**src/source/oramCrypt_settings.svh**
```systemverilog
//------------------------------------------------
// Build-time sizing for the pad generator.
// PAD_SLOTS must be at least 2 and OUT_CREDITS at least 1
//------------------------------------------------
`ifndef ORAMCRYPT_SETTINGS_SVH
`define ORAMCRYPT_SETTINGS_SVH

// Words per block, one cipher lane each
`define CRYPT_LANES 4

// Requests in flight, also the upstream credits after reset
`define PAD_SLOTS 12

// Rounds per encipherment, one per clock
`define CIPHER_ROUNDS 12

// Cipher word width
`define WORD_BITS 64

// Output buffer entries held downstream
`define OUT_CREDITS 2

// Multiplied by the round index in every round
`define ROUND_CONST 64'h9E37_79B9_7F4A_7C15

`endif

```
**src/source/oramCryptPkg.sv**
```systemverilog
//------------------------------------------------
// Shared types for the pad generator and mask path.
// Widths come from the settings header
//------------------------------------------------
`include "oramCrypt_settings.svh"

package oramCryptPkg;

    //------------------------------------------------
    // Data words
    //------------------------------------------------

    // One cipher word
    typedef logic [`WORD_BITS-1:0] cryptWord_t;

    // Upstream request
    // iv seeds lane 0, lane j uses iv + j
    typedef struct packed {
        cryptWord_t                     iv;
        cryptWord_t                     key;
        cryptWord_t [`CRYPT_LANES-1:0]  payload;
    } cryptReq_t;

    // Masked block handed downstream
    typedef struct packed {
        cryptWord_t [`CRYPT_LANES-1:0]  payload;
    } cryptResult_t;

    //------------------------------------------------
    // Slot tracking
    //------------------------------------------------

    // Idle -> busy on issue, busy -> ready when all lanes done,
    // ready -> idle when the mask stage takes the pad
    typedef enum logic [1:0] {
        slotIdle,
        slotBusy,
        slotReady
    } slotState_t;

endpackage

```
**src/source/maskStage.sv**
```systemverilog
//------------------------------------------------
// XORs pad into payload, one result per credit.
// Downstream returns one outCredit pulse per entry
//------------------------------------------------
`timescale 1ns/1ps
`include "oramCrypt_settings.svh"

module maskStage (
    input  logic                                         Clock,
    input  logic                                         rst,
    input  logic                                         padValid,
    input  oramCryptPkg::cryptWord_t [`CRYPT_LANES-1:0]  pad,
    input  oramCryptPkg::cryptWord_t [`CRYPT_LANES-1:0]  payload,
    input  logic                                         outCredit,
    output logic                                         padTake,
    output logic                                         outValid,
    output oramCryptPkg::cryptResult_t                   result
);

    localparam int CREDIT_BITS = $clog2(`OUT_CREDITS + 1);

    logic [CREDIT_BITS-1:0]                       outCount;
    logic                                         haveCredit;
    oramCryptPkg::cryptWord_t [`CRYPT_LANES-1:0]  masked;

    //------------------------------------------------
    // Output credits
    //------------------------------------------------

    assign haveCredit = (outCount != '0);

    // Take the oldest pad only with a buffer entry free downstream
    assign padTake = padValid && haveCredit;

    // Return and spend may land in the same cycle
    always_ff @(posedge Clock) begin
        if (rst) begin
            outCount <= CREDIT_BITS'(`OUT_CREDITS);
        end else begin
            case ({outCredit, padTake})
                2'b10:   outCount <= outCount + 1'b1;
                2'b01:   outCount <= outCount - 1'b1;
                default: outCount <= outCount;
            endcase
        end
    end

    //------------------------------------------------
    // Masking
    //------------------------------------------------

    // Word-wise XOR across all lanes
    assign masked = pad ^ payload;

    // Valid one edge after padTake
    always_ff @(posedge Clock) begin
        if (rst) begin
            outValid <= 1'b0;
        end else begin
            outValid <= padTake;
        end
    end

    // Result only meaningful while outValid is high
    always_ff @(posedge Clock) begin
        if (padTake) begin
            result.payload <= masked;
        end
    end

endmodule

```
**config.mk**
```make
export PLATFORM = sky130hd
export DESIGN_NAME = maskStage
export DESIGN_NICKNAME = d
export VERILOG_FILES = /design/src/source/oramCryptPkg.sv /design/src/source/maskStage.sv
export VERILOG_INCLUDE_DIRS = /design/src /design/src/source
export SDC_FILE = /design/constraint.sdc
export NUM_CORES = 1
export LEC_CHECK = 0
export ABC_AREA = 1
export BUFFER_PORTS_ARGS = -buffer_cell sky130_fd_sc_hd__buf_4
export CORE_AREA = 2 2 302 304
export CTS_BUF_LIST = sky130_fd_sc_hd__clkbuf_8
export CTS_CLUSTER_SIZE = 16
export DETAILED_ROUTE_END_ITERATION = 10
export DIE_AREA = 0 0 304 306
export HOLD_SLACK_MARGIN = 0.12
export PLACE_DENSITY = 0.32
export SETUP_SLACK_MARGIN = 0.4
export SLEW_MARGIN = 40
export SYNTH_ARGS = -nofsm -noshare
export SYNTH_HDL_FRONTEND = slang
export SYNTH_SLANG_ARGS = --single-unit
```
**constraint.sdc**
```tcl
create_clock -name Clock -period 16.91 [get_ports Clock]
set_input_delay 1.691 -clock Clock [delete_from_list [all_inputs] [get_ports Clock]]
set_output_delay 1.691 -clock Clock [all_outputs]
set_load 0.02 [all_outputs]
```
==> qor.yml, run 1 <==
outcome:
  outcome: "complete, no violations"
sta:
  final.setup.tns_ns: 0
  hold_violations: 0
  fmax_mhz: 262
  fin_ws_ns: 13.09
  max-slew-margin-rel_pct: 50.8
  min_period_ns: 3.82
  fin_crit_sh_pct: 22.6
  worst_slew_pin_slew_ns: 0.736
  setup_viol: 0
  fin_worst_skew_ns: 0.0131
  report.final.slew_viol_count: 0
  grt_setup_unrepaired: "false"
synthesis:
  async_reset_ff_share_pct: 0
  synth_cells: 532
  syn_area_sq_um: 10100
  yosysTopAreaCell: "edfxtp_1"
  postSynthAreaPerCell_sq_um: 18.9
  synth_fp_nets: 1049
  ys_warn_count: 0
  synthTopCellsByCount: "edfxtp_1, xor2_1, inv_1, dfxtp_1"
  netlist_top_cells_area: "edfxtp_1, xor2_1, dfxtp_1"
  synth_top_cell_area_share_pct: 76.3
  synth_edf_count: 256
  yosysSeqAreaShare_pct: 76.9
  synth.distinct_cells: 14
  ys.flop_type: "edfxtp_1"
  synth.ff_latch_count: 259
floorplanning:
  die_height_microns: 306
  die_w_microns: 304
  ios: 774
  die-area_sq_um: 93000
  start_util_pct: 11.2
  rows: 110
  core_area_sq_um: 89600
pwr:
  comb_power_share_pct: 21.6
  p_seq_share_pct: 46.1
  vdd_drop_max_uv: 33.1
  p_leak_nw: 7.90
  p_per_area_nw_per_um2: 97.1
  pwr-share-clk_pct: 32.3
  p_switching_mw: 0.504
  p_sw_share_pct: 28.4
  intPower_mw: 1.27
run:
  maxCapViolCount: 0
routing:
  drtPass1Iterations: 4
  first_iter_violations: 263
  drt_wl_total_microns: 44200
  ant_nets: 0
  avgViaCountPerCell: 2.95
  post_drt_wl_per_cell_microns: 17.2
  num_vias: 7584
  drc: 0
setup_path:
  start_kind: "primary input"
  crit_chain: "buf_4, o21a_4, buf_4"
  worstPathRequired_ns: 15.22
  path_class: "primary input to output pin"
  crit_slowest_cell: "o21a_4"
  critPathTopFamily: "buffers and inverters"
  max_stage_delay_ns: 0.18
  worstPathArrival_ns: 2.13
  crit_fanout: 8
  crit_path_frequent_cell: "buf_4"
  crit_path_end_kind: "output pin"
  cp.buffers_inverters: 2
clock_network:
  cts_tree: "built"
  clock_sinks: 259
  cts_resized: 0
  clockRootBuffer: "clkbuf_8"
  cts_buffers: 51
  h-tree-depth: 2
  insertion_delay_ns: 0.61
  cts_setup_buffers: 0
  clockBufferDepth: 3
  hold_buffers: 0
  clk_pin_slew_ns: 0.06
cells_and_area:
  area_growth_pct: 81.6
  finalNonFillerCells: 2573
  nets: 1880
  layout-drive-gt1-share_pct: 60.1
global_routing:
  grt_pass1_wl_microns: 60100
  grt_max_degree: 69
  grt_usage_pct: 9.06
  first_global_vias: 8366
  grt_overflow: 0
  antenna_found_initial: 6
place:
  place.gp.congestion: 0.847
  io_buffers: 773
  dp_hpwl_microns: 36500
  dp_cells: 2485
  pre_cts_slack_ns: 13.08
min_path:
  hold_path.class: "flop to flop"
worst paths after layout:
| check | start | to | slack, ns | cells past startpoint |
|---|---|---|---|---|
| worst max-delay path | padValid | padTake | 13.09 | 3 |
| worst min-delay path | outCount[1] | outCount[1] | 0.51 | 2 |
| worst max register to register | outCount[0] | result[172] | 14.70 | 3 |
| worst min register to register | outCount[1] | outCount[1] | 0.51 | 2 |
tightest hold or removal path: stages (launching register included):
cell     delay (ns)
dfxtp_1        0.33
nand2_1        0.07
nand3_1        0.05
routing by layer:
metal	global-route usage, %	vias up	share of wire (%)
met4	3.56	0	3.0
li1	-	3556	-
met2	17.4	434	56
met5	0	-	0
met1	8.50	3518	32
met3	3.58	76	8.9
cell usage in the layout (no fill, tap or decap), types with 2 or more instances in the layout:
master,synthesis,layout
nand2_1,2,2
edfxtp_1,256,256
dfxtp_1,3,3
clkinv_2,0,2
inv_1,5,18
diode_2,0,4
clkbuf_8,0,53
nand3_1,2,2
buf_4,0,774
buf_6,0,3
clkinv_1,0,14
xor2_1,256,256
final cells by class:
cell class / count / area (sq um)
antenna: 4 / 10.0
clock buffer: 53 / 729
clock inverter: 30 / 141
fill: 9790 / 71300
inverter: 6 / 22.5
multi-input combinational: 267 / 2320
sequential: 259 / 7750
tap: 1176 / 1470
timing repair buffer: 778 / 5860
sequential cells by signal, indices dropped and copies added, names as in the netlist:
signal and count:
outCount 2, outValid 1, result 256
power groups by stage:
stage               Sequential, mW  Clock, mW  Combinational [mW]
global placement             0.834          0               0.398
global route                 0.826      0.639               0.409
floorplan                    0.926          0              0.0555
finish                       0.819      0.573               0.384
CTS                          0.822      0.618               0.395
detailed placement           0.833          0               0.394
cells by family after synthesis:
group	Yosys count	synth area share (%)
DFF	259	76.9
xor gates and xnor gates	256	22.2
and+or+nand+nor	7	0.360
buffers and inverters	6	0.223
AOI/OAI and AO/OA	3	0.174
adders and majority gates	1	0.124
through the flow:
stage	hold slack (ns)	util, %	cell area (sq um)	power (mW)
after floorplan	0.450	-	10100	0.981
after global placement	0.526	19.4	17400	1.23
after detailed placement	0.505	19.4	17400	1.23
after CTS	0.513	20.4	18300	1.83
after global routing	0.529	20.4	18300	1.88
final	0.510	20.4	18300	1.78
Note: power is estimated with default switching activity, not from simulation.
==> inputs of run 2 (changes only) <==
--- a/config.mk
+++ b/config.mk
@@ -14,7 +14,7 @@
 export DETAILED_ROUTE_END_ITERATION = 10
 export DIE_AREA = 0 0 304 306
 export HOLD_SLACK_MARGIN = 0.12
-export PLACE_DENSITY = 0.32
+export PLACE_DENSITY = 0.33
 export SETUP_SLACK_MARGIN = 0.4
 export SLEW_MARGIN = 40
 export SYNTH_ARGS = -nofsm -noshare
==> constraint.sdc (replaced) <==
create_clock -name Clock -period 3.1 [get_ports Clock]
set_input_delay 0.31 -clock Clock [delete_from_list [all_inputs] [get_ports Clock]]
set_output_delay 0.31 -clock Clock [all_outputs]
set_load 0.02 [all_outputs]
==> qor.yml, run 2 (synthesized netlist as in run 1, its figures left out) <==
clock_network:
  clockBufferDepth: 3
  clk_pin_slew_ns: 0.06
  clock_sinks: 259
  cts_buffers: 53
  h-tree-depth: 2
  cts_tree: "built"
  hold_buffers: 514
  cts_setup_buffers: 0
  cts_resized: 0
  insertion_delay_ns: 0.62
  clockRootBuffer: "clkbuf_8"
setup_path:
  crit_path_end_kind: "output pin"
  path_class: "flop to output pin"
  worstPathRequired_ns: 2.79
  worstReg2RegStart: "outCount[0]"
  worstPathArrival_ns: 1.89
  r2r_cells: 3
  crit_chain: "o21a_4, buf_12, buf_4"
  r2r-end: "result[77]"
  cp.buffers_inverters: 2
  start_kind: "flop"
  crit_fanout: 33
  ff2ff_setup_slack_ns: 1.36
  crit_slowest_cell: "o21a_4"
  critPathTopFamily: "buffers and inverters"
  max_stage_delay_ns: 0.37
  crit_start: "outCount[0]"
min_path:
  min_path_cells: 2
  whs_endpoint: "result[184]"
  worstHoldStart: "padValid"
  hold_path.class: "primary input to flop"
global_routing:
  grt_busiest_layer: "met2"
  antenna_found_initial: 0
  grt_pass1_wl_microns: 65000
  met1_usage_pct: 8.37
  grt_max_degree: 90
  grt_usage_pct: 9.36
  use_met3_pct: 3.67
  grt_overflow: 0
  first_global_vias: 10800
  grtUsageMet2_pct: 18.5
pwr:
  intPower_mw: 7.75
  p_per_area_nw_per_um2: 452
  p_seq_share_pct: 41.8
  vdd_drop_max_uv: 199
  p_leak_nw: 10.1
  p_sw_share_pct: 27.4
  p_switching_mw: 2.93
  pwr-share-clk_pct: 31.4
  comb_power_share_pct: 26.8
floorplanning:
  rows: 110
  die-area_sq_um: 93000
  die_height_microns: 306
  core_area_sq_um: 89600
  start_util_pct: 11.2
  ios: 774
  die_w_microns: 304
routing:
  drtPass1Iterations: 4
  ant_nets: 0
  drt_wl_total_microns: 45300
  drc: 0
  num_vias: 9676
  post_drt_wl_per_cell_microns: 14.6
  first_iter_violations: 267
  avgViaCountPerCell: 3.12
cells_and_area:
  layout-drive-gt1-share_pct: 44.3
  nets: 2401
  regMostFlops: "result"
  layout_commonest_cell: "buf_4"
  area_growth_pct: 134
  insertedDiodeCount: 0
  final_cell_mix: "buf_4, dlygate4sd3_1, xor2_1, edfxtp_1, clkbuf_8"
  stdcell_area_sq_um: 23600
  reg_top3: "result: 256 flops, outCount: 2 flops, outValid: 1 flops"
  largest_reg_flops: 256
sta:
  whs_ns: 0.237
  final.setup.tns_ns: 0
  worst_slew_pin_slew_ns: 0.637
  fmax_mhz: 456
  hold_violations: 0
  setup_viol: 0
  report.final.slew_viol_count: 0
  fin_crit_sh_pct: 70.8
  max-slew-margin-rel_pct: 57.5
  min_period_ns: 2.20
  fin_ws_ns: 0.905
  grt_setup_unrepaired: "false"
  fin_worst_skew_ns: 0.0245
place:
  pre_cts_slack_ns: 1.31
  placed_area_sq_um: 17500
  place.gp.congestion: 0.806
  io_buffers: 773
  dp_hpwl_microns: 34900
outcome:
  outcome: "complete, no violations"
run:
  maxCapViolCount: 0
-- run 2: worst reg2reg max path: cells and delay by family (launching register included) --
kind | cells | cell delay (ns)
flip-flops | 1 | 0.35
buffers and inverters | 2 | 0.64
AO/OA/AOI/OAI | 1 | 0.37
-- run 2: worst max-delay path by stage --
stage	end	depth (start not counted)	slack, ns
floorplan	outCount[1]	6	-0.03
detailed placement	result[91]	4	1.31
CTS	padTake	3	0.75
global placement	result[198]	4	1.33
global route	padTake	3	0.75
finish	padTake	3	0.90
-- run 2: cell type report --
class,count,area [sq um]
clock buffers,55,757
clock inverters,41,220
fillers,9425,66000
inverters,6,22.5
multi-input cells,267,2320
flip-flops and latches,259,7750
well taps,1176,1470
repair buffers,1297,11100
-- run 2: through the flow --
stage / utilization [%] / cells / power (mW)
finish: 26.3 / 3101 / 10.7
global route: 26.3 / 3101 / 11.3
CTS: 26.3 / 3101 / 11.0
detailed placement: 19.5 / 2491 / 6.71
global placement: 19.5 / 2491 / 6.72
floorplan: - / 532 / 5.29
-- run 2: power by group through the flow --
stage / clock network, mW / registers [mW] / logic, mW
CTS: 3.61 / 4.47 / 2.92
floorplan: 0 / 4.99 / 0.304
finish: 3.36 / 4.46 / 2.86
global route: 3.74 / 4.50 / 3.05
global placement: 0 / 4.53 / 2.19
detailed placement: 0 / 4.53 / 2.17
-- run 2: layer usage --
layer	part of all wire (%)	wire, microns
met1	32	14400
met2	56	25300
met3	8.9	4040
met4	3.6	1610
met5	0	0
==> inputs of run 3 (changes only) <==
--- a/config.mk
+++ b/config.mk
@@ -8,13 +8,13 @@
 export LEC_CHECK = 0
 export ABC_AREA = 1
 export BUFFER_PORTS_ARGS = -buffer_cell sky130_fd_sc_hd__buf_4
-export CORE_AREA = 2 2 302 304
+export CORE_AREA = 2 2 304 306
 export CTS_BUF_LIST = sky130_fd_sc_hd__clkbuf_8
 export CTS_CLUSTER_SIZE = 16
 export DETAILED_ROUTE_END_ITERATION = 10
-export DIE_AREA = 0 0 304 306
+export DIE_AREA = 0 0 306 308
 export HOLD_SLACK_MARGIN = 0.12
-export PLACE_DENSITY = 0.33
+export PLACE_DENSITY = 0.32
 export SETUP_SLACK_MARGIN = 0.4
 export SLEW_MARGIN = 40
 export SYNTH_ARGS = -nofsm -noshare
==> constraint.sdc (replaced) <==
create_clock -name Clock -period 2.1 [get_ports Clock]
set_input_delay 0.21 -clock Clock [delete_from_list [all_inputs] [get_ports Clock]]
set_output_delay 0.21 -clock Clock [all_outputs]
set_load 0.02 [all_outputs]
==> qor.yml, run 3 (synthesized netlist as in run 1, its figures left out) <==
floorplanning:
  start_util_pct: 11.1
  rows: 111
  die-area_sq_um: 94200
  ios: 774
  core_area_sq_um: 91000
  die_height_microns: 308
  die_w_microns: 306
routing:
  first_iter_violations: 249
  drtPass1Iterations: 4
  drt_wl_total_microns: 47600
  drc: 0
  ant_nets: 0
  post_drt_wl_per_cell_microns: 15.3
  avgViaCountPerCell: 3.09
  num_vias: 9628
global_routing:
  grt_usage_pct: 9.61
  grt_overflow: 0
  grt_pass1_wl_microns: 66600
  grt_max_degree: 54
  first_global_vias: 10700
  antenna_found_initial: 0
clock_network:
  clockRootBuffer: "clkbuf_8"
  insertion_delay_ns: 0.60
  clk_pin_slew_ns: 0.05
  cts_tree: "built"
  clock_sinks: 259
  clockBufferDepth: 3
  h-tree-depth: 2
  cts_buffers: 49
place:
  place.gp.congestion: 0.822
  dp_hpwl_microns: 37100
  io_buffers: 773
setup_path:
  crit_fanout: 2
  r2r-end: "result[129]"
  worstReg2RegStart: "outCount[0]"
  worstPathRequired_ns: 1.89
  crit_path_end_kind: "output pin"
  worstPathArrival_ns: 1.40
  ff2ff_setup_slack_ns: 0.49
  start_kind: "flop"
  r2r_cells: 4
  path_class: "flop to output pin"
sta:
  max-slew-margin-rel_pct: 79.6
  grt_setup_unrepaired: "true"
  fmax_mhz: 620
  min_period_ns: 1.61
  setup_viol: 0
  fin_worst_skew_ns: 0.0172
  final.setup.tns_ns: 0
  worst_slew_pin_slew_ns: 0.306
  hold_violations: 0
  fin_crit_sh_pct: 76.8
  report.final.slew_viol_count: 0
run:
  maxCapViolCount: 0
cells_and_area:
  fill_cells: 9491
  regMostFlops: "result"
  layout-drive-gt1-share_pct: 44.3
  largest_reg_flops: 256
  reg_top3: "result: 256 flops, outCount: 2 flops, outValid: 1 flops"
  nets: 2405
  final_cell_mix: "buf_4, dlygate4sd3_1, xor2_1, edfxtp_1, clkbuf_8"
  insertedDiodeCount: 0
  area_growth_pct: 135
  layout_commonest_cell: "buf_4"
pwr:
  p_leak_nw: 10.2
  p_per_area_nw_per_um2: 654
  vdd_drop_max_uv: 284
  finalPower_mw: 15.5
outcome:
  outcome: "complete, no violations"
min_path:
  hold_path.class: "primary input to flop"
  worstHoldStart: "padValid"
  min_path_cells: 5
  whs_endpoint: "outCount[0]"
run 3: cell types whose count changed in the layout (fill, tap and decap cells not counted), sizes merged:
cell	previous run	this run
bufbuf	0	1
clkinvlp	2	1
clkbuf	55	52
inv	21	28
bufinv	2	1
clkinv	22	12
buf	783	790
run 3: cell type report:
cell class                      count  area, sq um  area share, %
Clock buffer                       52          716           3.03
Multi-Input combinational cell    267         2320           9.80
Tap cell                         1186         1480           6.28
Timing Repair Buffer             1305        11200           47.3
Sequential cell                   259         7750           32.8
Inverter                            6         22.5         0.0953
Clock inverter                     36          168          0.709
run 3: report_power, final:
group	switching (mW)	internal [mW]
clock network	2.16	2.38
registers	0.164	6.41
logic	1.91	2.43
run 3: worst max-delay path by stage:
stage | from | to | slack (ns) | depth (start not counted)
floorplan | outCount[0] | outCount[1] | -1.03 | 6
global placement | outCount[0] | result[161] | 0.63 | 3
detailed placement | outCount[0] | result[63] | 0.61 | 3
CTS | outCount[1] | padTake | 0.37 | 3
global route | outCount[1] | padTake | 0.39 | 3
finish | outCount[1] | padTake | 0.49 | 3
run 3: worst max-delay path: stages, from the launching register on:
cell and delay, ns:
dfxtp_2 0.32, o21a_4 0.22, buf_12 0.13, buf_8 0.13
run 3: through the flow:
| step | instance area (sq um) | worst slack [ns] | instances | hold slack (ns) | util, % |
|---|---|---|---|---|---|
| 4_1_cts | 23600 | 0.375 | 3111 | 0.187 | 26.0 |
| 3_5_place_dp | 17500 | 0.614 | 2503 | 0.476 | 19.3 |
| 2_1_floorplan | 10100 | -1.03 | 532 | 0.334 | - |
| 5_1_grt | 23600 | 0.385 | 3111 | 0.230 | 26.0 |
| 3_3_place_gp | 17500 | 0.630 | 2503 | 0.478 | 19.3 |
| 6_report | 23600 | 0.487 | 3111 | 0.265 | 26.0 |
run 3: per-layer routing:
layer,wire length [microns],part of all wire [%],track usage [%]
met5,0,0,0
met4,1740,3.7,3.96
met3,4050,8.5,3.55
met2,26300,55,18.6
met1,15500,33,8.99
run 3: what timing repair did:
| action | CTS | global route |
|---|---|---|
| setup buffers | 5 | 0 |
| pin swaps | 1 | 0 |
| gates resized for setup | 2 | 0 |
| gates cloned | 1 | 0 |
| hold buffers | 514 | 0 |
| setup endpoints to repair | 1 | 1 |
| hold endpoints to repair | 259 | 0 |
